File: config.mk
export PLATFORM = sky130hd
export DESIGN_NAME = cpu_top
export DESIGN_NICKNAME = d
export VERILOG_FILES = /design/src/verilog/cpu_isa_pkg.sv /design/src/verilog/cpu_bus_pkg.sv /design/src/verilog/cpu_alu.sv /design/src/verilog/cpu_regfile.sv /design/src/verilog/cpu_datapath.sv /design/src/verilog/cpu_control.sv /design/src/verilog/cpu_top.sv
export VERILOG_INCLUDE_DIRS = /design/src /design/src/verilog
export SDC_FILE = /design/constraint.sdc
export NUM_CORES = 1
export LEC_CHECK = 0
export ABC_AREA = 1
export BUFFER_PORTS_ARGS = -buffer_cell sky130_fd_sc_hd__buf_4
export CORE_AREA = 2 2 158 160
export DETAILED_ROUTE_END_ITERATION = 6
export DIE_AREA = 0 0 160 162
export PLACE_DENSITY = 0.66
export SETUP_SLACK_MARGIN = 0.15
export SLEW_MARGIN = 20
export SYNTH_ARGS = -nofsm -noshare
export SYNTH_HDL_FRONTEND = slang
export SYNTH_SLANG_ARGS = --single-unit
File: constraint.sdc
create_clock -name clk -period 3.65 [get_ports clk]
set_clock_uncertainty 0.15 [all_clocks]
set_input_delay 0.5475 -clock clk [delete_from_list [all_inputs] [get_ports clk]]
set_output_delay 0.5475 -clock clk [all_outputs]
set_load 0.01 [all_outputs]
File: src/verilog/cpu_defs.svh
// cpu width and field definitions
// shared by the packages, the RTL and the testbench
`ifndef CPU_DEFS_SVH
`define CPU_DEFS_SVH

// data and address width
`define CPU_WORD_W 16

// instruction fields
`define CPU_OP_W 4
`define CPU_IDX_W 6
`define CPU_OP_LSB 12
`define CPU_DST_LSB 6
`define CPU_SRC_LSB 0

// register file
`define CPU_NUM_REGS 4
`define CPU_P0_IDX 4

`endif

File: src/verilog/cpu_isa_pkg.sv
// cpu instruction set types
// opcode encoding and register index field
`default_nettype none

`include "cpu_defs.svh"

package cpu_isa_pkg;

    // 4-bit opcodes, values not listed are skipped by control
    typedef enum logic [`CPU_OP_W-1:0] {
        OP_ADD   = 4'd0,
        OP_SUB   = 4'd1,
        OP_AND   = 4'd2,
        OP_OR    = 4'd3,
        OP_XOR   = 4'd4,
        OP_NOT   = 4'd5,
        OP_LOAD  = 4'd8,
        OP_STORE = 4'd9,
        OP_MOV   = 4'd10,
        OP_MOVI  = 4'd11
    } opcode_e;

    // dst and src fields share this width
    typedef logic [`CPU_IDX_W-1:0] reg_idx_t;

endpackage

`default_nettype wire

File: src/verilog/cpu_bus_pkg.sv
// cpu datapath types
// word type and the internal bus source select
`default_nettype none

`include "cpu_defs.svh"

package cpu_bus_pkg;

    typedef logic [`CPU_WORD_W-1:0] word_t;

    // one driver on the internal bus at a time
    typedef enum logic [2:0] {
        BUS_NONE    = 3'd0,
        BUS_PC      = 3'd1,
        BUS_IMM     = 3'd2,
        BUS_MDR     = 3'd3,
        BUS_ALU     = 3'd4,
        BUS_REG_DST = 3'd5,
        BUS_REG_SRC = 3'd6
    } bus_src_e;

endpackage

`default_nettype wire

File: src/verilog/cpu_alu.sv
// cpu ALU
// latches two operands off the bus and registers the result
`timescale 1ns/1ps
`default_nettype none

module cpu_alu (
    input  wire                   clk,
    input  wire                   reset,
    input  wire                   in1_ld,
    input  wire                   in2_ld,
    input  wire                   out_ld,
    input  wire cpu_isa_pkg::opcode_e op,
    input  wire cpu_bus_pkg::word_t   bus_in,
    output cpu_bus_pkg::word_t        result
);

    cpu_bus_pkg::word_t in1;
    cpu_bus_pkg::word_t in2;
    cpu_bus_pkg::word_t alu_val;

    // operand latches
    always_ff @(posedge clk) begin
        if (in1_ld) begin
            in1 <= bus_in;
        end
        if (in2_ld) begin
            in2 <= bus_in;
        end
    end

    always_comb begin
        case (op)
            cpu_isa_pkg::OP_ADD: alu_val = in1 + in2;
            cpu_isa_pkg::OP_SUB: alu_val = in1 - in2;
            cpu_isa_pkg::OP_AND: alu_val = in1 & in2;
            cpu_isa_pkg::OP_OR:  alu_val = in1 | in2;
            cpu_isa_pkg::OP_XOR: alu_val = in1 ^ in2;
            // NOT only looks at the src operand
            cpu_isa_pkg::OP_NOT: alu_val = ~in2;
            default:             alu_val = in1;
        endcase
    end

    always_ff @(posedge clk or negedge reset) begin
        if (!reset) begin
            result <= '0;
        end else if (out_ld) begin
            result <= alu_val;
        end
    end

endmodule

`default_nettype wire

File: src/verilog/cpu_regfile.sv
// cpu register file
// R0-R3 plus output port P0 at index 4, higher indices read zero
`timescale 1ns/1ps
`default_nettype none

`include "cpu_defs.svh"

module cpu_regfile (
    input  wire                        clk,
    input  wire                        reset,
    input  wire                        write,
    input  wire cpu_isa_pkg::reg_idx_t wr_idx,
    input  wire cpu_isa_pkg::reg_idx_t rd_idx,
    input  wire cpu_bus_pkg::word_t    wr_data,
    output cpu_bus_pkg::word_t         rd_data,
    output cpu_bus_pkg::word_t         p0_out
);

    localparam int SEL_W = $clog2(`CPU_NUM_REGS);
    localparam cpu_isa_pkg::reg_idx_t NUM_IDX = `CPU_NUM_REGS;
    localparam cpu_isa_pkg::reg_idx_t P0_IDX  = `CPU_P0_IDX;

    cpu_bus_pkg::word_t regs [`CPU_NUM_REGS];
    logic wr_gp;
    logic wr_p0;

    // writes above P0 fall on the floor
    assign wr_gp = write && (wr_idx < NUM_IDX);
    assign wr_p0 = write && (wr_idx == P0_IDX);

    always_ff @(posedge clk or negedge reset) begin
        if (!reset) begin
            for (int i = 0; i < `CPU_NUM_REGS; i++) begin
                regs[i] <= '0;
            end
            p0_out <= '0;
        end else begin
            if (wr_gp) begin
                regs[wr_idx[SEL_W-1:0]] <= wr_data;
            end
            if (wr_p0) begin
                p0_out <= wr_data;
            end
        end
    end

    always_comb begin
        if (rd_idx < NUM_IDX) begin
            rd_data = regs[rd_idx[SEL_W-1:0]];
        end else if (rd_idx == P0_IDX) begin
            rd_data = p0_out;
        end else begin
            rd_data = '0;
        end
    end

endmodule

`default_nettype wire

File: src/verilog/cpu_datapath.sv
// cpu datapath
// PC, MAR, MDR and IR around one bus mux, with register file and ALU
`timescale 1ns/1ps
`default_nettype none

`include "cpu_defs.svh"

module cpu_datapath (
    input  wire                        clk,
    input  wire                        reset,
    input  wire cpu_bus_pkg::bus_src_e bus_src,
    input  wire                        pc_inc,
    input  wire                        mar_load,
    input  wire                        mdr_load_bus,
    input  wire                        mdr_load_mem,
    input  wire                        ir_load,
    input  wire                        alu_in1_ld,
    input  wire                        alu_in2_ld,
    input  wire                        alu_out_ld,
    input  wire                        reg_write,
    input  wire cpu_bus_pkg::word_t    mem_rdata,
    output cpu_isa_pkg::opcode_e       opcode,
    output cpu_bus_pkg::word_t         mem_addr,
    output cpu_bus_pkg::word_t         mem_wdata,
    output cpu_bus_pkg::word_t         p0_out
);

    cpu_bus_pkg::word_t data_bus;
    cpu_bus_pkg::word_t pc;
    cpu_bus_pkg::word_t mar;
    cpu_bus_pkg::word_t mdr;
    cpu_bus_pkg::word_t ir;
    cpu_bus_pkg::word_t imm;
    cpu_bus_pkg::word_t reg_rd_data;
    cpu_bus_pkg::word_t alu_result;
    cpu_isa_pkg::opcode_e  ir_op;
    cpu_isa_pkg::reg_idx_t ir_dst;
    cpu_isa_pkg::reg_idx_t ir_src;
    cpu_isa_pkg::reg_idx_t rd_idx;

    always_ff @(posedge clk or negedge reset) begin
        if (!reset) begin
            pc <= '0;
        end else if (pc_inc) begin
            pc <= pc + 1'b1;
        end
    end

    always_ff @(posedge clk) begin
        if (mar_load) begin
            mar <= data_bus;
        end
        // memory side wins, both at once is flagged below
        if (mdr_load_mem) begin
            mdr <= mem_rdata;
        end else if (mdr_load_bus) begin
            mdr <= data_bus;
        end
        if (ir_load) begin
            ir <= data_bus;
        end
    end

    assign ir_op  = cpu_isa_pkg::opcode_e'(ir[`CPU_OP_LSB +: `CPU_OP_W]);
    assign ir_dst = ir[`CPU_DST_LSB +: `CPU_IDX_W];
    assign ir_src = ir[`CPU_SRC_LSB +: `CPU_IDX_W];
    assign imm    = cpu_bus_pkg::word_t'(ir_src);

    // bypass so control can branch in the cycle IR loads
    assign opcode = ir_load ? cpu_isa_pkg::opcode_e'(data_bus[`CPU_OP_LSB +: `CPU_OP_W])
                            : ir_op;

    assign rd_idx = (bus_src == cpu_bus_pkg::BUS_REG_SRC) ? ir_src : ir_dst;

    always_comb begin
        case (bus_src)
            cpu_bus_pkg::BUS_PC:      data_bus = pc;
            cpu_bus_pkg::BUS_IMM:     data_bus = imm;
            cpu_bus_pkg::BUS_MDR:     data_bus = mdr;
            cpu_bus_pkg::BUS_ALU:     data_bus = alu_result;
            cpu_bus_pkg::BUS_REG_DST: data_bus = reg_rd_data;
            cpu_bus_pkg::BUS_REG_SRC: data_bus = reg_rd_data;
            default:                  data_bus = '0;
        endcase
    end

    cpu_regfile regfile_i (
        .clk     (clk),
        .reset   (reset),
        .write   (reg_write),
        .wr_idx  (ir_dst),
        .rd_idx  (rd_idx),
        .wr_data (data_bus),
        .rd_data (reg_rd_data),
        .p0_out  (p0_out)
    );

    cpu_alu alu_i (
        .clk    (clk),
        .reset  (reset),
        .in1_ld (alu_in1_ld),
        .in2_ld (alu_in2_ld),
        .out_ld (alu_out_ld),
        .op     (ir_op),
        .bus_in (data_bus),
        .result (alu_result)
    );

    assign mem_addr  = mar;
    assign mem_wdata = mdr;

    mdr_one_source: assert property (
        @(posedge clk) disable iff (!reset) !(mdr_load_bus && mdr_load_mem)
    ) else $error("MDR loaded from bus and memory in the same cycle");

endmodule

`default_nettype wire

File: src/verilog/cpu_control.sv
// cpu control unit
// one FSM for fetch and every execute sequence, drives all strobes
// and the memory request
`timescale 1ns/1ps
`default_nettype none

module cpu_control (
    input  wire                       clk,
    input  wire                       reset,
    input  wire cpu_isa_pkg::opcode_e opcode,
    input  wire                       mem_mfc,
    output cpu_bus_pkg::bus_src_e     bus_src,
    output logic                      pc_inc,
    output logic                      mar_load,
    output logic                      mdr_load_bus,
    output logic                      mdr_load_mem,
    output logic                      ir_load,
    output logic                      alu_in1_ld,
    output logic                      alu_in2_ld,
    output logic                      alu_out_ld,
    output logic                      reg_write,
    output logic                      mem_en,
    output logic                      mem_rw
);

    typedef enum logic [3:0] {
        S_IDLE, S_F1, S_F2, S_F3,
        S_E1, S_E2, S_E3, S_E4,
        S_MOV, S_MOVI,
        S_L1, S_L2, S_L3,
        S_S1, S_S2, S_S3
    } state_e;

    state_e state;
    state_e state_nxt;

    always_ff @(posedge clk or negedge reset) begin
        if (!reset) begin
            state <= S_IDLE;
        end else begin
            state <= state_nxt;
        end
    end

    always_comb begin
        state_nxt = state;
        case (state)
            S_IDLE: state_nxt = S_F1;
            S_F1:   state_nxt = S_F2;
            S_F2:   if (mem_mfc) state_nxt = S_F3;
            // opcode arrives through the IR bypass here
            S_F3: begin
                case (opcode)
                    cpu_isa_pkg::OP_ADD,
                    cpu_isa_pkg::OP_SUB,
                    cpu_isa_pkg::OP_AND,
                    cpu_isa_pkg::OP_OR,
                    cpu_isa_pkg::OP_XOR,
                    cpu_isa_pkg::OP_NOT:   state_nxt = S_E1;
                    cpu_isa_pkg::OP_MOV:   state_nxt = S_MOV;
                    cpu_isa_pkg::OP_MOVI:  state_nxt = S_MOVI;
                    cpu_isa_pkg::OP_LOAD:  state_nxt = S_L1;
                    cpu_isa_pkg::OP_STORE: state_nxt = S_S1;
                    default:               state_nxt = S_F1;
                endcase
            end
            S_E1:   state_nxt = S_E2;
            S_E2:   state_nxt = S_E3;
            S_E3:   state_nxt = S_E4;
            S_E4:   state_nxt = S_F1;
            S_MOV:  state_nxt = S_F1;
            S_MOVI: state_nxt = S_F1;
            S_L1:   state_nxt = S_L2;
            S_L2:   if (mem_mfc) state_nxt = S_L3;
            S_L3:   state_nxt = S_F1;
            S_S1:   state_nxt = S_S2;
            S_S2:   state_nxt = S_S3;
            S_S3:   if (mem_mfc) state_nxt = S_F1;
            default: state_nxt = S_F1;
        endcase
    end

    always_comb begin
        bus_src      = cpu_bus_pkg::BUS_NONE;
        pc_inc       = 1'b0;
        mar_load     = 1'b0;
        mdr_load_bus = 1'b0;
        mdr_load_mem = 1'b0;
        ir_load      = 1'b0;
        alu_in1_ld   = 1'b0;
        alu_in2_ld   = 1'b0;
        alu_out_ld   = 1'b0;
        reg_write    = 1'b0;
        mem_en       = 1'b0;
        // read unless a store is in progress
        mem_rw       = 1'b1;
        case (state)
            S_F1: begin
                bus_src  = cpu_bus_pkg::BUS_PC;
                mar_load = 1'b1;
                pc_inc   = 1'b1;
            end
            S_F2, S_L2: begin
                mem_en       = 1'b1;
                mdr_load_mem = mem_mfc;
            end
            S_F3: begin
                bus_src = cpu_bus_pkg::BUS_MDR;
                ir_load = 1'b1;
            end
            S_E1: begin
                bus_src    = cpu_bus_pkg::BUS_REG_DST;
                alu_in1_ld = 1'b1;
            end
            S_E2: begin
                bus_src    = cpu_bus_pkg::BUS_REG_SRC;
                alu_in2_ld = 1'b1;
            end
            S_E3: alu_out_ld = 1'b1;
            S_E4: begin
                bus_src   = cpu_bus_pkg::BUS_ALU;
                reg_write = 1'b1;
            end
            S_MOV: begin
                bus_src   = cpu_bus_pkg::BUS_REG_SRC;
                reg_write = 1'b1;
            end
            S_MOVI: begin
                bus_src   = cpu_bus_pkg::BUS_IMM;
                reg_write = 1'b1;
            end
            // src register holds the data address
            S_L1, S_S1: begin
                bus_src  = cpu_bus_pkg::BUS_REG_SRC;
                mar_load = 1'b1;
            end
            S_L3: begin
                bus_src   = cpu_bus_pkg::BUS_MDR;
                reg_write = 1'b1;
            end
            S_S2: begin
                bus_src      = cpu_bus_pkg::BUS_REG_DST;
                mdr_load_bus = 1'b1;
            end
            S_S3: begin
                mem_en = 1'b1;
                mem_rw = 1'b0;
            end
            default: ;
        endcase
    end

    // request held steady until the memory completes
    mem_req_held: assert property (
        @(posedge clk) disable iff (!reset)
        (mem_en && !mem_mfc) |=> (mem_en && $stable(mem_rw))
    ) else $error("memory request dropped or changed before mem_mfc");

    ir_vs_reg_write: assert property (
        @(posedge clk) disable iff (!reset) !(ir_load && reg_write)
    ) else $error("IR load and register write in the same cycle");

endmodule

`default_nettype wire

File: src/verilog/cpu_top.sv
// cpu top level
// joins the control unit and datapath to the memory and port pins
`timescale 1ns/1ps
`default_nettype none

module cpu_top (
    input  wire                     clk,
    input  wire                     reset,
    input  wire cpu_bus_pkg::word_t mem_rdata,
    input  wire                     mem_mfc,
    output cpu_bus_pkg::word_t      mem_addr,
    output cpu_bus_pkg::word_t      mem_wdata,
    output logic                    mem_en,
    output logic                    mem_rw,
    output cpu_bus_pkg::word_t      p0_out
);

    cpu_bus_pkg::bus_src_e bus_src;
    cpu_isa_pkg::opcode_e  opcode;
    logic pc_inc;
    logic mar_load;
    logic mdr_load_bus;
    logic mdr_load_mem;
    logic ir_load;
    logic alu_in1_ld;
    logic alu_in2_ld;
    logic alu_out_ld;
    logic reg_write;

    cpu_control control_i (
        .clk          (clk),
        .reset        (reset),
        .opcode       (opcode),
        .mem_mfc      (mem_mfc),
        .bus_src      (bus_src),
        .pc_inc       (pc_inc),
        .mar_load     (mar_load),
        .mdr_load_bus (mdr_load_bus),
        .mdr_load_mem (mdr_load_mem),
        .ir_load      (ir_load),
        .alu_in1_ld   (alu_in1_ld),
        .alu_in2_ld   (alu_in2_ld),
        .alu_out_ld   (alu_out_ld),
        .reg_write    (reg_write),
        .mem_en       (mem_en),
        .mem_rw       (mem_rw)
    );

    cpu_datapath datapath_i (
        .clk          (clk),
        .reset        (reset),
        .bus_src      (bus_src),
        .pc_inc       (pc_inc),
        .mar_load     (mar_load),
        .mdr_load_bus (mdr_load_bus),
        .mdr_load_mem (mdr_load_mem),
        .ir_load      (ir_load),
        .alu_in1_ld   (alu_in1_ld),
        .alu_in2_ld   (alu_in2_ld),
        .alu_out_ld   (alu_out_ld),
        .reg_write    (reg_write),
        .mem_rdata    (mem_rdata),
        .opcode       (opcode),
        .mem_addr     (mem_addr),
        .mem_wdata    (mem_wdata),
        .p0_out       (p0_out)
    );

endmodule

`default_nettype wire

==> results_dict.tcl, run 1 <==
set metrics [dict create \
    grt-ovfl-total 0 \
    place_congestion 0.923 \
    drv_cap 0 \
    crit_type "reg2reg" \
    ys_seq_area_frac 0.495 \
    wl_mm 29.1 \
    synth-edff-count 80 \
    drc 0 \
    synth_fp_nets 1244 \
    wl_per_cell_um 18.2 \
    clockRootBuffer "clkbuf_16" \
    synth_cell_types 51 \
    hold_viol_final 0 \
    synthesis.area_sq_um 10700 \
    syn_to_final_growth_pct 16.2 \
    first_pass_iters 7 \
    maxSlewViolCount 0 \
    clk_pin_slew_worst_paths_ns 0.07 \
    p_seq_frac 0.366 \
    drt_iter0_drc 653 \
    max_stage_delay_ns 0.42 \
    comb_power_share 0.447 \
    grt_start_max_net_pins 89 \
    p_leak_nw 5.74 \
    synth_flop_cell "dfrtp_1" \
    syn_inst 1175 \
    vdd_drop_max_mv 0.351 \
    numCtsBuffers 17 \
    fillers 2303 \
    clock_tree.buffer_depth 2 \
    die_h_um 162 \
    period_share 0.896 \
    port_buffers 68 \
    die_w_um 160 \
    maxSlewHeadroom 0.561 \
    core_area_sq_um 24100 \
    ys_ff_latch 196 \
    die_area_sq_um 25900 \
    route.vias.total 8701 \
    vias_per_cell 5.43 \
    grt_pass1_vias 8459 \
    hpwl_mm 21.2 \
    final_area_sq_um 12500 \
    drtAntennaViolNets 0 \
    pwr-share-clk 0.187 \
    setup.worst_path.end_class "flop" \
    avgSynthCellArea_sq_um 9.13 \
    status "complete, no violations" \
    initial_utilization 0.445 \
    cpMostUsedCell "nand2_1" \
    critPathArrivalTime_ns 3.50 \
    p_int_mw 5.60 \
    p_per_area_nw_per_um2 788 \
    p_sw_frac 0.430 \
    slowest_stage "edfxtp_1" \
    place_area_sq_um 11700 \
    place_inst 1563 \
    drive_gt1_frac 0.185 \
    setup_violations 0 \
    critical_path_required_ns 3.88 \
    yosysWarnings 0 \
    rsz0062_at_grt "yes" \
    worst-path-max-fanout 5 \
    cp-start-kind "flop" \
    nets 1334 \
    cts_sinks 196 \
    setup_tns_ns 0 \
    antennaDiodeCount 0 \
    worst_pin_slew_ns 0.656 \
    cts_tree "yes" \
    clk_latency_ns 0.44 \
    path_cells "inv_1, ha_1, nand2_1, o31ai_4, nand2_1, xor2_1, ha_1, nand2_2, buf_4, o21a_1, nand3_2, nand2_1, nand2_1, nand2_1, nand2_2, nand2_1, o21ai_2, nor2_1, o21ai_0, nand2_1, nand2_1" \
    grt_antenna_before_repair 0 \
    layout.cells.non_filler 1602 \
    grt_pass1_wl_mm 46.7 \
    p_sw_mw 4.22 \
    cts-htree-levels 4 \
    post-route-min-period_ns 3.27 \
    ioPinCount 69 \
    fmax_mhz 306 \
    row_count 57 \
    hold_path.class "in2reg" \
    grtUsageTotal 0.231 \
    async_reset_ff_frac 0.592 \
]
## metrics by stage
step	total power [mW]	utilization	hold slack, ns	setup slack (ns)
global route	10.5	0.517	0.230	0.113
floorplan	6.32	-	0.102	0.174
detailed placement	7.86	0.487	0.330	0.0722
global placement	7.79	0.487	0.321	0.164
CTS	9.70	0.511	0.213	0.183
finish	9.82	0.517	0.222	0.379
## registers in the layout, summed over array words and instances, names as in the netlist
name                         flops
datapath_i.regfile_i.regs       64
control_i.state                  4
datapath_i.ir                   16
datapath_i.alu_i.in1            16
datapath_i.regfile_i.p0_out     16
datapath_i.pc                   16
datapath_i.alu_i.in2            16
datapath_i.mem_addr             16
datapath_i.alu_i.result         16
datapath_i.mem_wdata            16
## worst paths after layout
path                                                from                             end  slack (ns)  cells after the start
max reg2reg                      datapath_i.alu_i.in2[1]     datapath_i.alu_i.result[15]        0.38                     21
min                                         mem_rdata[6]         datapath_i.mem_wdata[6]        0.22                      3
min in group asynchronous                          reset   datapath_i.regfile_i.regs[47]        0.42                      2
min reg2reg                datapath_i.regfile_i.regs[56]   datapath_i.regfile_i.regs[56]        0.34                      1
max in group asynchronous                          reset  datapath_i.regfile_i.p0_out[0]        2.08                      3
max                              datapath_i.alu_i.in2[1]     datapath_i.alu_i.result[15]        0.38                     21
## cells in the mapped netlist (4+ instances only)
| library cell | instances | share of area |
|---|---|---|
| nor3_1 | 8 | 0.0037 |
| a21oi_1 | 38 | 0.018 |
| o21ai_0 | 111 | 0.052 |
| nor3_4 | 4 | 0.0061 |
| o221ai_1 | 14 | 0.011 |
| dfrtp_1 | 116 | 0.27 |
| xor2_1 | 27 | 0.022 |
| nand2_1 | 272 | 0.095 |
| nor2_1 | 74 | 0.026 |
| nand2_2 | 6 | 0.0035 |
| a32oi_1 | 4 | 0.0033 |
| inv_2 | 12 | 0.0042 |
| o21a_1 | 25 | 0.017 |
| inv_1 | 128 | 0.045 |
| buf_2 | 13 | 0.0061 |
| o22ai_1 | 5 | 0.0029 |
| clkbuf_1 | 18 | 0.0063 |
| a31oi_1 | 4 | 0.0023 |
| nand4_2 | 6 | 0.0070 |
| a221oi_1 | 15 | 0.012 |
| ha_1 | 49 | 0.057 |
| nand3_1 | 68 | 0.032 |
| edfxtp_1 | 80 | 0.22 |
| mux2_2 | 28 | 0.029 |
## cell type report
cell class / count / area [sq um] / area share
multi-input cells: 802 / 4830 / 0.387
well taps: 324 / 405 / 0.0325
clock buffers: 24 / 507 / 0.0407
repair buffers: 108 / 826 / 0.0663
inverters: 140 / 531 / 0.0426
flip-flops and latches: 196 / 5310 / 0.426
clock inverters: 8 / 61.3 / 0.00492
## cell families (layout without fill, tap and decap cells)
logic type	after synthesis	after routing	share of synthesized area
AOI/OAI and AO/OA	237	237	0.137
xor gates and xnor gates	29	29	0.0237
adders and majority gates	50	50	0.0590
buffers and inverters	177	280	0.0659
DFF	196	196	0.495
muxes	28	28	0.0294
and+or+nand+nor	458	458	0.190
## repair_timing
item                                   4_1_cts  5_1_grt
setup endpoints to repair                    2       11
buffers inserted                             0        6
hold buffers                                 1        0
resized for setup                            2       33
pin swaps                                    0        6
endpoints found under the hold margin       28        0
## critical path, delay by kind of cell, from the launching register on
| kind | cells | cell delay [ns] |
|---|---|---|
| flip-flops | 1 | 0.42 |
| buffers and inverters | 2 | 0.28 |
| adder cells (fa/ha/maj) | 2 | 0.55 |
| XOR/XNOR | 1 | 0.15 |
| AO/OA/AOI/OAI | 4 | 0.73 |
| AND/OR/NAND/NOR | 12 | 0.93 |
## power by group through the flow
stage	logic, mW	registers (mW)	clock network, mW
3_5_place_dp	4.23	3.63	0
4_1_cts	4.26	3.59	1.86
6_report	4.39	3.60	1.84
3_3_place_gp	4.17	3.62	0
2_1_floorplan	2.76	3.56	0
5_1_grt	4.88	3.67	1.95
## metal layers
layer  vias up  track usage  routed length (um)
li1       4174            -                   -
met1      4226        0.311               12900
met2       252        0.388               13900
met3        49       0.0306                1480
met4         0       0.0823                 842
met5         -            0                   0
## placed cells by master, fill, tap and decap left out, drive strengths merged, types with 3 or more instances in the layout
cell type  count
inv          144
o2111ai        3
clkinv         3
edfxtp        80
mux2          28
nor3          14
nand2        281
a21oi         39
o21ai        111
nand3         72
buf          107
nand4          9
dfrtp        116
a221oi        16
o221ai        14
xor2          27
o21a          25
nor2          79
o211ai         4
ha            49
clkbuf        24
a31oi          4
a211oi         3
o22ai          5
a32oi          4
Power figures use the tool's default switching activity.
==> run 2, diff against run 1 <==
Settings changed: CORE_AREA 2 2 158 160 to 2 2 176 178, DIE_AREA 0 0 160 162 to 0 0 178 180, PLACE_DENSITY 0.66 to 0.55.
==> results_dict.tcl, run 2 (synthesis gave the netlist of run 1 again) <==
set metrics [dict create \
    status "complete, no violations" \
    p_per_area_nw_per_um2 792 \
    holdWs_ns 0.221 \
    p_int_mw 5.61 \
    r2r_slack_ns 0.39 \
    setup_violations 0 \
    clk_pin_slew_worst_paths_ns 0.08 \
    final_common_cell "nand2_1" \
    drtAntennaViolNets 0 \
    ff2ff_path_depth 24 \
    worst_pin_slew_ns 0.685 \
    port_buffers 68 \
    period_share 0.893 \
    timing.rr.end "datapath_i.alu_i.result[15]" \
    pwr-share-clk 0.192 \
    grt_pass1_vias 8488 \
    die_h_um 180 \
    first_pass_iters 5 \
    cts_tree "yes" \
    die_area_sq_um 32000 \
    hold_viol_final 0 \
    drt_iter0_drc 672 \
    cp-start-kind "flop" \
    layout_common_cells "nand2_1 (271), inv_1 (126), dfrtp_1 (116)" \
    initial_utilization 0.355 \
    top_register "datapath_i.regfile_i.regs" \
    place_inst 1643 \
    cts_sinks 196 \
    place_congestion 0.935 \
    maxSlewHeadroom 0.542 \
    syn_to_final_growth_pct 17.7 \
    drive_gt1_frac 0.191 \
    grt_pass1_wl_mm 48.4 \
    clk_latency_ns 0.45 \
    critical_path_required_ns 3.83 \
    fmax_mhz 307 \
    p_seq_frac 0.359 \
    clockRootBuffer "clkbuf_16" \
    worst-path-max-fanout 8 \
    setup_ws_ns 0.390 \
    critPathArrivalTime_ns 3.44 \
    ioPinCount 69 \
    largest_reg_flops 64 \
    holdPathStages 3 \
    die_w_um 178 \
    vdd_drop_max_mv 0.334 \
    vias_per_cell 5.17 \
    wl_mm 30.8 \
    grtUsageTotal 0.198 \
    wl_per_cell_um 18.3 \
    cts-htree-levels 4 \
    numCtsBuffers 17 \
    clock_tree.buffer_depth 2 \
    hpwl_mm 22.4 \
    comb_power_share 0.449 \
    r2r_start "datapath_i.ir[15]" \
    post-route-min-period_ns 3.26 \
    nets 1342 \
    route.vias.total 8699 \
    antennaDiodeCount 0 \
    power.total_mw 10.0 \
    drv_cap 0 \
    core_area_sq_um 30200 \
    p_leak_nw 5.78 \
    p_sw_frac 0.439 \
    grt_antenna_before_repair 0 \
    hold_path.class "in2reg" \
    rsz0062_at_grt "yes" \
    grt-ovfl-total 0 \
    grt_start_max_net_pins 57 \
    post-place-ws_ns 0.0866 \
    row_count 64 \
    hp-start "mem_rdata[8]" \
    maxSlewViolCount 0 \
    holdPathEnd "datapath_i.mem_wdata[8]" \
    layout.cells.non_filler 1682 \
    setup.worst_path.end_class "flop" \
    crit_type "reg2reg" \
    drc 0 \
    p_sw_mw 4.39 \
    setup_tns_ns 0 \
]
[run 2: repair_timing]
item | in CTS | in global routing
buffers inserted | 0 | 6
pin swaps | 0 | 6
endpoints found under the setup margin | 1 | 8
endpoints found under the hold margin | 39 | 0
hold buffers | 1 | 0
resized for setup | 2 | 28
[run 2: worst max-delay path, stage by stage, from the launching register on]
cell	delay [ns]
edfxtp_1	0.42
nor2_1	0.12
inv_1	0.08
nor2_2	0.10
inv_1	0.07
nor2_2	0.12
inv_2	0.11
o21ai_0	0.14
xor2_1	0.11
ha_1	0.37
nand2_1	0.10
o21ai_0	0.24
nand2_1	0.11
nand3_2	0.08
nand2_1	0.07
nand2_1	0.06
nand2_1	0.07
nand2_2	0.08
nand2_1	0.09
o21ai_2	0.17
nand2_1	0.07
nand2_1	0.06
o21ai_1	0.05
nand2_1	0.06
nand2_1	0.05
[run 2: through the flow]
step | util | cell area [sq um]
floorplan | - | 10700
global placement | 0.393 | 11900
detailed placement | 0.393 | 11900
CTS | 0.414 | 12500
global route | 0.418 | 12600
finish | 0.418 | 12600
[run 2: power by group through the flow]
stage	Clock, mW	Sequential [mW]	Combinational, mW
global route	2.06	3.66	4.99
global placement	0	3.62	4.36
floorplan	0	3.56	2.76
detailed placement	0	3.63	4.38
CTS	1.96	3.59	4.40
finish	1.92	3.59	4.49
[run 2: how the worst max path moves through the flow]
stage          slack (ns)                          end                    start
6_report             0.39  datapath_i.alu_i.result[15]        datapath_i.ir[15]
3_5_place_dp         0.09  datapath_i.alu_i.result[15]        datapath_i.ir[14]
5_1_grt               0.1  datapath_i.alu_i.result[13]        datapath_i.ir[15]
2_1_floorplan        0.17  datapath_i.alu_i.result[15]        datapath_i.ir[14]
4_1_cts              0.16  datapath_i.alu_i.result[15]  datapath_i.alu_i.in2[1]
3_3_place_gp         0.19  datapath_i.alu_i.result[15]        datapath_i.ir[14]
[run 2: layout make-up]
type / count / area (sq um)
tap: 396 / 495
clock inverter: 14 / 158
sequential: 196 / 5310
fill: 2976 / 17600
inverter: 140 / 526
multi-input combinational: 802 / 4820
clock buffer: 18 / 439
timing repair buffer: 116 / 886
[run 2: layer usage]
metal / GRT usage / wire length [um]
met1: 0.273 / 14400
met2: 0.324 / 14700
met3: 0.0245 / 1020
met4: 0.0593 / 787
met5: 0 / 0
==> run 3, diff against run 2 <==
Settings changed: ABC_CLOCK_PERIOD_IN_PS set to 3650, GPL_ROUTABILITY_DRIVEN set to 0, RECOVER_POWER set to 25.
==> results_dict.tcl, run 3 (synthesis gave the netlist of run 1 again) <==
set metrics [dict create \
    rsz0062_at_grt "no" \
    clockRootBuffer "clkbuf_16" \
    fmax_mhz 298 \
    die_w_um 178 \
    final_area_sq_um 12700 \
    grt_start_max_net_pins 71 \
    maxSlewHeadroom -0.0922 \
    drv_cap 1 \
    multi_input_area_sq_um 4830 \
    cpMostUsedCell "a21oi_1" \
    p_int_mw 5.68 \
    ioPinCount 69 \
    comb_power_share 0.447 \
    cts-htree-levels 4 \
    vias_per_cell 5.17 \
    core_area_sq_um 30200 \
    status "finished with violations" \
    violations "capacitance limit, slew limit" \
    first_pass_iters 5 \
    maxSlewViolCount 71 \
    p_sw_frac 0.437 \
    holdPathStages 3 \
    grt_pass1_vias 8520 \
    drive_gt1_frac 0.190 \
    wl_mm 30.8 \
    hold_viol_final 0 \
    period_share 0.921 \
    die_area_sq_um 32000 \
    syn_to_final_growth_pct 18.0 \
    slowest_stage "edfxtp_1" \
    drt_iter0_drc 781 \
    clk_latency_ns 0.45 \
    fillers 2983 \
    grt_pass1_wl_mm 48.4 \
    setup.worst_path.end_class "flop" \
    top_register "datapath_i.regfile_i.regs" \
    pwr-share-clk 0.197 \
    vdd_drop_max_mv 0.350 \
    worst_pin_slew_ns 1.64 \
    largest_reg_flops 64 \
    setup_violations 0 \
    layout_common_cells "nand2_1 (268), inv_1 (124), dfrtp_1 (116)" \
    route.vias.total 8705 \
    setup_tns_ns 0 \
    regArea_sq_um 5310 \
    final_common_cell "nand2_1" \
    p_per_area_nw_per_um2 797 \
    port_buffers 68 \
    hpwl_mm 22.3 \
    row_count 64 \
    place_area_sq_um 11900 \
    clock_tree.buffer_depth 2 \
    grtUsageTotal 0.197 \
    path_cells "nor2_2, inv_2, nor2_4, inv_2, nor2_4, buf_6, nor2_1, xor2_1, ha_1, inv_1, nor3_1, a21oi_1, nor2_1, o21ai_0, nand2_1, a21oi_1, o21ai_1, nand2_1, a21oi_1, o21ai_0" \
    numCtsBuffers 17 \
    crit_type "reg2reg" \
    p_seq_frac 0.355 \
    ff2ff_path_depth 20 \
    grt_antenna_before_repair 2 \
    worst-path-max-fanout 5 \
    grt-ovfl-total 0 \
    p_leak_nw 5.79 \
    antennaDiodeCount 0 \
    cp-start-kind "flop" \
    die_h_um 180 \
    p_sw_mw 4.41 \
    hold_path.class "in2reg" \
    cts_sinks 196 \
    drtAntennaViolNets 0 \
    max_stage_delay_ns 0.42 \
    critical_path_required_ns 3.81 \
    post-route-min-period_ns 3.36 \
    initial_utilization 0.355 \
    wl_per_cell_um 18.3 \
    critPathArrivalTime_ns 3.52 \
    cts_tree "yes" \
    nets 1343 \
    clk_pin_slew_worst_paths_ns 0.09 \
    drc 0 \
]
-- run 3: changes by cell type in the layout (fill, tap and decap cells not counted), moves of 3 or more --
cell	delta
a21oi_1	+6
a21oi_2	-6
nand2_1	-3
nand2_2	+3
nor3_2	-4
nor3_4	+3
o21ai_0	+4
o21ai_1	-4
-- run 3: critical path: cells and delay by family (launching register included) --
kind	cells	cell delay, ns
AOI/OAI and AO/OA	6	0.73
adders and majority gates	1	0.31
xor gates and xnor gates	1	0.14
and+or+nand+nor	8	1.11
DFF	1	0.42
buffers and inverters	4	0.35
-- run 3: final timing paths --
path                                          startpoint                              end  slack, ns
min reg2reg                datapath_i.regfile_i.regs[59]    datapath_i.regfile_i.regs[59]       0.34
min                                         mem_rdata[8]          datapath_i.mem_wdata[8]       0.21
max in group asynchronous                          reset  datapath_i.regfile_i.p0_out[10]       0.60
min in group asynchronous                          reset    datapath_i.regfile_i.regs[47]       0.60
max                                    datapath_i.ir[15]       datapath_i.alu_i.result[8]       0.29
max reg2reg                            datapath_i.ir[15]       datapath_i.alu_i.result[8]       0.29
-- run 3: power by group through the flow --
stage / combinational, mW / clock, mW / sequential (mW)
floorplan: 2.76 / 0 / 3.56
global placement: 4.35 / 0 / 3.62
detailed placement: 4.38 / 0 / 3.63
CTS: 4.41 / 2.02 / 3.58
global route: 5.02 / 2.11 / 3.66
finish: 4.52 / 1.99 / 3.59
-- run 3: stage by stage --
stage	hold WS [ns]	cells	setup slack, ns	utilization	total power [mW]
6_report	0.214	1683	0.289	0.419	10.1
5_1_grt	0.216	1683	0.112	0.419	10.8
4_1_cts	0.202	1674	0.162	0.414	10.0
3_5_place_dp	0.283	1641	0.0959	0.393	8.01
3_3_place_gp	0.283	1641	0.200	0.393	7.96
2_1_floorplan	0.102	1175	0.174	-	6.32
-- run 3: cell type report --
cell class              count  area share
repair buffers            117      0.0692
well taps                 396      0.0391
inverters                 140      0.0417
multi-input cells         802       0.381
clock buffers              19      0.0376
flip-flops and latches    196       0.419
clock inverters            13      0.0119
-- run 3: timing repair --
item | 4_1_cts | 5_1_grt
setup endpoints to repair | 1 | 9
gates resized for setup | 1 | 31
pin swaps | 0 | 8
buffers inserted | 0 | 9
hold buffers | 1 | 0
hold endpoints to repair | 14 | 0
-- run 3: layer usage --
layer / track usage / vias up / routed length [um]
met5: 0 / - / 0
met1: 0.271 / 4265 / 14100
li1: - / 4189 / -
met3: 0.0275 / 33 / 1210
met4: 0.0538 / 0 / 551
met2: 0.324 / 218 / 14900
